File: src/conv_ctrl_consts.svh
`ifndef CONV_CTRL_CONSTS_SVH
`define CONV_CTRL_CONSTS_SVH

// Width of one loop index and of one loop range.
`define CTRL_IDX_W 8

// Width of a base address.
`define CTRL_ADDR_W 32

// Width of a programmed stride.
`define CTRL_STRIDE_W 16

// Nested loops k_out, i, j, k_in.
`define CTRL_NB_LOOPS 4

// Encoding width of the sequencer state.
`define CTRL_STATE_W 4

`endif

File: src/conv_ctrl_pkg.sv
`include "conv_ctrl_consts.svh"

package conv_ctrl_pkg;

  typedef enum logic [0:0] {
    FILTER_NORMAL    = 1'b0,
    FILTER_DEPTHWISE = 1'b1
  } filter_mode_e;

  typedef enum logic [`CTRL_STATE_W-1:0] {
    IDLE,
    LOAD,
    WEIGHTOFFS,
    MATRIXVEC,
    UPDATEIDX,
    NORMQUANT,
    NORMQUANT_BIAS,
    STREAMOUT,
    DONE
  } ctrl_state_e;

  // Static job configuration.
  typedef struct packed {
    filter_mode_e              filter_mode;
    logic [`CTRL_IDX_W-1:0]    nb_ko;
    logic [`CTRL_IDX_W-1:0]    nb_ho;
    logic [`CTRL_IDX_W-1:0]    nb_wo;
    logic [`CTRL_IDX_W-1:0]    nb_ki;
    logic                      quant_en;
    logic                      bias_en;
    logic [`CTRL_STRIDE_W-1:0] w_stride_ko;
    logic [`CTRL_STRIDE_W-1:0] w_stride_ki;
    logic [`CTRL_STRIDE_W-1:0] x_stride_i;
    logic [`CTRL_STRIDE_W-1:0] x_stride_j;
    logic [`CTRL_STRIDE_W-1:0] x_stride_k;
    logic [`CTRL_STRIDE_W-1:0] y_stride_i;
    logic [`CTRL_STRIDE_W-1:0] y_stride_j;
    logic [`CTRL_STRIDE_W-1:0] y_stride_k;
  } ctrl_config_t;

  // Single-cycle pulses from the engine.
  typedef struct packed {
    logic load_done;
    logic accum_done;
    logic nq_done;
    logic nq_bias_done;
    logic streamout_done;
  } engine_evt_t;

  typedef struct packed {
    logic [`CTRL_IDX_W-1:0] k_out;
    logic [`CTRL_IDX_W-1:0] i;
    logic [`CTRL_IDX_W-1:0] j;
    logic [`CTRL_IDX_W-1:0] k_in;
  } tile_index_t;

  // Depthwise has no k_in loop, so every index moves down one slot.
  typedef struct packed {
    logic [`CTRL_IDX_W-1:0] spare;
    logic [`CTRL_IDX_W-1:0] k_out;
    logic [`CTRL_IDX_W-1:0] i;
    logic [`CTRL_IDX_W-1:0] j;
  } loop_dw_view_t;

  typedef union packed {
    logic [`CTRL_NB_LOOPS-1:0][`CTRL_IDX_W-1:0] slot; // Slot 0 is innermost.
    tile_index_t                                normal;
    loop_dw_view_t                              dw;
  } loop_word_u;

  typedef struct packed {
    logic                      valid;
    loop_word_u                word;
    logic [`CTRL_NB_LOOPS-1:0] update;
    logic                      wrapped;
  } loop_flags_t;

  typedef struct packed {
    logic [`CTRL_ADDR_W-1:0] weights;
    logic [`CTRL_ADDR_W-1:0] infeat;
    logic [`CTRL_ADDR_W-1:0] outfeat;
  } base_addr_t;

endpackage

File: src/tile_loop_counter.sv
`timescale 1ns/10ps
`include "conv_ctrl_consts.svh"

module tile_loop_counter import conv_ctrl_pkg::*; (
  input  logic         clk_i,
  input  logic         rst_ni,
  input  logic         clear_i,
  input  logic         start_i,
  input  ctrl_config_t config_i,
  input  logic         step_i,
  output loop_flags_t  flags_o
);

  localparam int unsigned NL = `CTRL_NB_LOOPS;
  localparam int unsigned IW = `CTRL_IDX_W;

  logic [NL-1:0][IW-1:0] range_sel;
  logic [NL-1:0][IW-1:0] idx_q;
  logic [NL-1:0][IW-1:0] idx_nxt;
  logic [NL:0]           carry;
  logic [NL-1:0]         upd;
  loop_flags_t           flags_q;

  // Ranges per slot, innermost first.
  always_comb begin
    if (config_i.filter_mode == FILTER_DEPTHWISE) begin
      range_sel[0] = config_i.nb_wo;
      range_sel[1] = config_i.nb_ho;
      range_sel[2] = config_i.nb_ko;
      range_sel[3] = IW'(1); // Outer slot never leaves zero.
    end else begin
      range_sel[0] = config_i.nb_ki;
      range_sel[1] = config_i.nb_wo;
      range_sel[2] = config_i.nb_ho;
      range_sel[3] = config_i.nb_ko;
    end
  end

  // Carry chain.
  always_comb begin
    carry[0] = 1'b1;
    for (int l = 0; l < NL; l++) begin
      if (!carry[l]) begin
        idx_nxt[l]   = idx_q[l];
        carry[l+1]   = 1'b0;
      end else if ({1'b0, idx_q[l]} + 1'b1 >= {1'b0, range_sel[l]}) begin
        idx_nxt[l]   = '0;
        carry[l+1]   = 1'b1;
      end else begin
        idx_nxt[l]   = idx_q[l] + 1'b1;
        carry[l+1]   = 1'b0;
      end
      upd[l] = (idx_nxt[l] != idx_q[l]);
    end
  end

  always_ff @(posedge clk_i or negedge rst_ni) begin
    if (!rst_ni) begin
      idx_q <= '0;
    end else if (clear_i || start_i) begin
      idx_q <= '0;
    end else if (step_i) begin
      idx_q <= idx_nxt;
    end
  end

  always_ff @(posedge clk_i or negedge rst_ni) begin
    if (!rst_ni) begin
      flags_q <= '0;
    end else begin
      flags_q.valid <= step_i & ~clear_i & ~start_i;
      if (step_i) begin
        flags_q.word.slot <= idx_nxt;
        flags_q.update    <= upd;
        flags_q.wrapped   <= carry[NL]; // Unused depthwise slot passes the carry on.
      end
    end
  end

  assign flags_o = flags_q;

endmodule

File: src/tile_addr_gen.sv
`timescale 1ns/10ps
`include "conv_ctrl_consts.svh"

module tile_addr_gen import conv_ctrl_pkg::*; (
  input  logic         clk_i,
  input  logic         rst_ni,
  input  logic         clear_i,
  input  logic         start_i,
  input  ctrl_config_t config_i,
  input  loop_flags_t  flags_i,
  output tile_index_t  index_o,
  output base_addr_t   base_addr_o,
  output logic         tile_valid_o
);

  localparam int unsigned AW = `CTRL_ADDR_W;

  tile_index_t idx;
  base_addr_t  addr;
  tile_index_t index_q;
  base_addr_t  addr_q;
  logic        valid_q;

  always_comb begin
    if (config_i.filter_mode == FILTER_DEPTHWISE) begin
      idx.k_out = flags_i.word.dw.k_out;
      idx.i     = flags_i.word.dw.i;
      idx.j     = flags_i.word.dw.j;
      idx.k_in  = flags_i.word.dw.k_out; // k_in mirrors k_out.
    end else begin
      idx = flags_i.word.normal;
    end
  end

  assign addr.weights = AW'(idx.k_out) * AW'(config_i.w_stride_ko)
                      + AW'(idx.k_in)  * AW'(config_i.w_stride_ki);

  assign addr.infeat  = AW'(idx.i)     * AW'(config_i.x_stride_i)
                      + AW'(idx.j)     * AW'(config_i.x_stride_j)
                      + AW'(idx.k_in)  * AW'(config_i.x_stride_k);

  assign addr.outfeat = AW'(idx.i)     * AW'(config_i.y_stride_i)
                      + AW'(idx.j)     * AW'(config_i.y_stride_j)
                      + AW'(idx.k_out) * AW'(config_i.y_stride_k);

  always_ff @(posedge clk_i or negedge rst_ni) begin
    if (!rst_ni) begin
      valid_q <= 1'b0;
      index_q <= '0;
      addr_q  <= '0;
    end else begin
      valid_q <= flags_i.valid & ~clear_i;
      if (clear_i || start_i) begin
        index_q <= '0; // Zero index maps to zero addresses.
        addr_q  <= '0;
      end else if (flags_i.valid) begin
        index_q <= idx;
        addr_q  <= addr;
      end
    end
  end

  assign index_o      = index_q;
  assign base_addr_o  = addr_q;
  assign tile_valid_o = valid_q;

endmodule

File: src/conv_sequencer.sv
`timescale 1ns/10ps

module conv_sequencer import conv_ctrl_pkg::*; (
  input  logic         clk_i,
  input  logic         rst_ni,
  input  logic         clear_i,
  input  logic         start_i,
  input  ctrl_config_t config_i,
  input  engine_evt_t  evt_i,
  input  loop_flags_t  flags_i,
  output logic         step_o,
  output ctrl_state_e  state_o,
  output logic         state_change_o,
  output logic         done_o
);

  ctrl_state_e state_d;
  ctrl_state_e state_q;
  logic        change_d;
  logic        change_q;
  logic        wrap_q;
  logic        k_in_only;

  // Only k_in moved, so the same output tile keeps accumulating.
  assign k_in_only = (config_i.filter_mode == FILTER_NORMAL) &&
                     (flags_i.update == 4'b0001) && !flags_i.wrapped;

  always_comb begin
    state_d = state_q;

    case (state_q)
      IDLE: begin
        if (start_i) begin
          state_d = LOAD;
        end
      end

      LOAD: begin
        if (evt_i.load_done) begin
          state_d = WEIGHTOFFS;
        end
      end

      WEIGHTOFFS: begin
        if (evt_i.accum_done) begin
          state_d = MATRIXVEC;
        end
      end

      MATRIXVEC: begin
        if (evt_i.accum_done) begin
          state_d = UPDATEIDX;
        end
      end

      UPDATEIDX: begin
        if (flags_i.valid) begin
          if (k_in_only) begin
            state_d = LOAD;
          end else if (config_i.quant_en) begin
            state_d = NORMQUANT;
          end else begin
            state_d = STREAMOUT;
          end
        end
      end

      NORMQUANT: begin
        if (evt_i.nq_done) begin
          state_d = config_i.bias_en ? NORMQUANT_BIAS : STREAMOUT;
        end
      end

      NORMQUANT_BIAS: begin
        if (evt_i.nq_bias_done) begin
          state_d = STREAMOUT;
        end
      end

      STREAMOUT: begin
        if (evt_i.streamout_done) begin
          state_d = wrap_q ? DONE : LOAD; // Last tile once the walk wrapped.
        end
      end

      DONE: begin
        state_d = IDLE;
      end

      default: begin
        state_d = IDLE;
      end
    endcase

    change_d = (state_d != state_q);

    if (clear_i) begin
      state_d  = IDLE;
      change_d = 1'b0;
    end
  end

  always_ff @(posedge clk_i or negedge rst_ni) begin
    if (!rst_ni) begin
      state_q  <= IDLE;
      change_q <= 1'b0;
    end else begin
      state_q  <= state_d;
      change_q <= change_d;
    end
  end

  // Wrap result of the most recent index step.
  always_ff @(posedge clk_i or negedge rst_ni) begin
    if (!rst_ni) begin
      wrap_q <= 1'b0;
    end else if (clear_i || (state_q == IDLE && start_i)) begin
      wrap_q <= 1'b0;
    end else if (state_q == UPDATEIDX && flags_i.valid) begin
      wrap_q <= flags_i.wrapped;
    end
  end

  assign step_o         = change_q && (state_q == UPDATEIDX) && !clear_i; // On entry.
  assign state_o        = state_q;
  assign state_change_o = change_q;
  assign done_o         = (state_q == DONE) && !clear_i;

endmodule

File: src/conv_ctrl_top.sv
`timescale 1ns/10ps

module conv_ctrl_top import conv_ctrl_pkg::*; (
  input  logic         clk_i,
  input  logic         rst_ni,
  input  logic         clear_i,
  input  logic         start_i,
  input  ctrl_config_t config_i,
  input  engine_evt_t  evt_i,
  output ctrl_state_e  state_o,
  output logic         state_change_o,
  output tile_index_t  index_o,
  output base_addr_t   base_addr_o,
  output logic         tile_valid_o,
  output logic         done_o
);

  logic        step;
  loop_flags_t flags;

  tile_loop_counter i_counter (
    .clk_i    ( clk_i    ),
    .rst_ni   ( rst_ni   ),
    .clear_i  ( clear_i  ),
    .start_i  ( start_i  ),
    .config_i ( config_i ),
    .step_i   ( step     ),
    .flags_o  ( flags    )
  );

  tile_addr_gen i_addr_gen (
    .clk_i        ( clk_i        ),
    .rst_ni       ( rst_ni       ),
    .clear_i      ( clear_i      ),
    .start_i      ( start_i      ),
    .config_i     ( config_i     ),
    .flags_i      ( flags        ),
    .index_o      ( index_o      ),
    .base_addr_o  ( base_addr_o  ),
    .tile_valid_o ( tile_valid_o )
  );

  conv_sequencer i_sequencer (
    .clk_i          ( clk_i          ),
    .rst_ni         ( rst_ni         ),
    .clear_i        ( clear_i        ),
    .start_i        ( start_i        ),
    .config_i       ( config_i       ),
    .evt_i          ( evt_i          ),
    .flags_i        ( flags          ),
    .step_o         ( step           ),
    .state_o        ( state_o        ),
    .state_change_o ( state_change_o ),
    .done_o         ( done_o         )
  );

endmodule

File: config.mk
export PLATFORM = sky130hd
export DESIGN_NAME = conv_ctrl_top
export DESIGN_NICKNAME = d
export VERILOG_FILES = /design/src/conv_ctrl_pkg.sv /design/src/tile_loop_counter.sv /design/src/tile_addr_gen.sv /design/src/conv_sequencer.sv /design/src/conv_ctrl_top.sv
export VERILOG_INCLUDE_DIRS = /design/src
export SDC_FILE = /design/constraint.sdc
export NUM_CORES = 2
export LEC_CHECK = 0
export CAP_MARGIN = 0
export CORE_MARGIN = 5
export CORE_UTILIZATION = 49
export CTS_BUF_LIST = sky130_fd_sc_hd__clkbuf_2 sky130_fd_sc_hd__clkbuf_4 sky130_fd_sc_hd__clkbuf_8
export CTS_CLUSTER_DIAMETER = 150
export DETAILED_ROUTE_END_ITERATION = 6
export DONT_BUFFER_PORTS = 1
export PLACE_DENSITY = 0.76
export SYNTH_ARGS = -nofsm -noshare
export SYNTH_HDL_FRONTEND = slang
export SYNTH_SLANG_ARGS = --single-unit
File: constraint.sdc
create_clock -name clk_i -period 8.7 [get_ports clk_i]
set_input_delay 1.74 -clock clk_i [delete_from_list [all_inputs] [get_ports clk_i]]
set_output_delay 1.74 -clock clk_i [all_outputs]
set_load 0.05 [all_outputs]
==> flow_summary.ini <==
[setup_path]
r2r_setup_slack_ns = -1.00
start_kind = input port
crit_path_end = i_addr_gen.base_addr_o[57]
r2r_cells = 32
crit_family = adder cells
cp_max_fo = 79
cp_num_cells = 32
timing.rr.end = i_addr_gen.base_addr_o[57]
cp_num_buf_inv = 6
startpoint = config_i[162]
worst_path_most_repeated_cell = fa_1
critPathKind = input port to flop
critPathSlowestCell = fa_2
regToRegStartpoint = i_counter.flags_o[14]
required_ns = 9.22
cp.arrival_ns = 10.86
worstSetupEndpointType = flop
slowest_delay_ns = 0.59

[synth]
synth_mux_area_frac = 0.0218
ys_async_sr_fraction = 1.00
syn_area_um2 = 43300
yosysSeqAreaShare = 0.109
avgSynthCellArea_um2 = 8.85
synth_top_area_frac = 0.388
synth_seq_cells = 188
synth_enable_flop_cells = 0
synthSimpleGateAreaFrac = 0.185
netlist_instances = 4894
synth_top_family_by_area = adder cells
yosysWarnings = 0
synth-compound-area-share = 0.0712
synth_fa_ha_area_frac = 0.489
synth.top_cells.by_area = fa_1, dfrtp_1, ha_1
yosysUniqueCellTypes = 80
synth_top_flop_cell = dfrtp_1
synth_top_area_cell = fa_1
synth_xor_area_frac = 0.0208

[drt]
drt_pass1_iterations = 7
viasPerCell = 5.50
post_drt_wl_per_cell_um = 20.4
ant_nets = 0
drc = 1
drt_iter0_drc = 2651
drt-total-wl_mm = 128
vias = 34600

[grt]
grt_pass1_vias = 36700
grt_util_met1 = 0.347
grt_usage = 0.273
antenna_found_initial = 5
grt_max_degree = 189
grt_pass1_wl_mm = 203
use_met3 = 0.0897
overflow = 0
grt.busiest_layer = met2
grtUsageMet2 = 0.441

[sta]
setup_slack_ns = -1.64
final_hold_viol_count = 0
fin_worst_skew_ns = 0.0344
min_period_ns = 10.34
whs_ns = 0.493
maxSlewViolCount = 0
worstMarginPinSlew_ns = 1.12
grt_setup_unrepaired = true
period_share = 1.19
timing.fmax_mhz = 96.7
finalSetupViolCount = 41
slew_headroom = 0.251

[cts]
htree_num_levels = 4
clockRootBuffer = clkbuf_8
postCtsHoldBufs = 0
worstSkewPairLatency_ns = 0.59
cts_buffers = 17
clk_pin_slew_worst_paths_ns = 0.14
clockBufferDepth = 2
cts_tree = done
cts.sinks = 188

[final_layout]
fin_cells = 6278
area_growth_pct = 12.9
final_cell_area_um2 = 48900
drive_gt1_frac = 0.132
layout.nets = 6460
final_util = 0.555
layout_common_cells = inv_1, fa_1, nand2_1
final_common_cell = inv_1

[die]
start_util = 0.492
dieArea_um2 = 94400
ioPinCount = 307
core_um2 = 88100
rows = 109
fp.dieH_um = 307
die_x_um = 307

[hold_path]
worstHoldPathType = flop to flop
whs_path_depth = 2

[place]
gp_routability_congestion = 0.939
dp.cells = 6204
dp_hpwl_mm = 104
place_area_um2 = 47000
port_buffers = 0

[job]
maxCapViolCount = 0

[outcome]
outcome = finished, violations left
violations = DRC, setup timing
[per-layer routing]
metal  routed length (µm)  vias to the layer above
met5                   37                        -
met4                 5040                        4
met3                13700                      275
met2                60000                     1490
met1                49100                    17400
li1                     -                    15400
[metrics by stage]
step	TNS (ns)	setup WS [ns]
after floorplan	-52.82	-1.92
after global placement	-74.12	-2.16
after detailed placement	-79.55	-2.32
after CTS	-41.16	-1.44
after global routing	-56.42	-1.85
final	-46.57	-1.64
[how the worst min path moves through the flow]
stage / startpoint / end / slack, ns
final: i_counter.flags_o[4] / i_counter.flags_o[4] / 0.49
after global routing: i_counter.flags_o[3] / i_counter.flags_o[3] / 0.53
after CTS: i_counter.flags_o[4] / i_counter.flags_o[4] / 0.50
after detailed placement: i_counter.flags_o[3] / i_counter.flags_o[3] / 0.46
after global placement: i_counter.flags_o[4] / i_counter.flags_o[4] / 0.45
after floorplan: i_counter.flags_o[4] / i_counter.flags_o[4] / 0.43
[sequential cells by signal, indices dropped and copies added, names as in the netlist]
signal,flops
i_addr_gen.base_addr_o,79
i_counter.idx_q,32
i_addr_gen.index_o,32
i_sequencer.wrap_q,1
i_sequencer.state_change_o,1
i_addr_gen.tile_valid_o,1
i_sequencer.state_o,4
i_counter.flags_o,38
[tightest hold or removal path, stage by stage (launching register included)]
cell     delay (ns)
dfrtp_1        0.37
nand2_1        0.05
nand2_1        0.05
[what timing repair did]
| action | CTS | global route |
|---|---|---|
| setup buffers | 30 | 12 |
| pin swaps | 84 | 50 |
| endpoints found under the setup margin | 42 | 43 |
| gates resized for setup | 166 | 74 |
| cloned | 3 | 0 |
[kinds of logic (layout without fill, tap and decap cells)]
kind of cell | count (synthesis) | after routing
adder cells (fa/ha/maj) | 1190 | 1190
XOR/XNOR | 103 | 103
other | 1 | 19
AO/OA/AOI/OAI | 477 | 477
AND/OR/NAND/NOR | 1679 | 1679
multiplexers | 92 | 95
buffers and inverters | 1164 | 1362
flip-flops | 188 | 188
[area by class of cell]
class,instances,area [µm²]
clock inverters,15,239
inverters,947,3560
repair buffers,383,3110
fillers,7620,39200
multi-input cells,3561,35600
clock buffers,17,234
flip-flops and latches,188,4710
diodes,2,5.00
well taps,1165,1460
[cells in the mapped netlist (10+ instances only)]
| library cell | number |
|---|---|
| inv_1 | 947 |
| fa_1 | 839 |
| nand2_1 | 745 |
| ha_1 | 351 |
| and2_1 | 339 |
| nor2_1 | 234 |
| dfrtp_1 | 188 |
| clkbuf_1 | 158 |
| a21oi_1 | 132 |
| nor2b_1 | 106 |
| o21ai_0 | 93 |
| mux2i_1 | 72 |
| nand3_1 | 63 |
| nor3_1 | 54 |
| xnor2_1 | 53 |
| xor2_1 | 50 |
| a21o_1 | 46 |
| nand2b_1 | 37 |
| a31oi_1 | 34 |
| buf_1 | 34 |
| and3_1 | 28 |
| o21a_1 | 27 |
| a211oi_1 | 26 |
| buf_4 | 20 |
| mux2_2 | 20 |
| o211ai_1 | 17 |
| o21ai_1 | 13 |
| or3_1 | 12 |
| nand3b_1 | 11 |
| nand4_1 | 11 |
| nor4_1 | 11 |
| o21bai_1 | 10 |
Power is left out: the tool's default activity adds up to more than one toggle a clock period on the data nets, which glitch-free logic cannot reach.
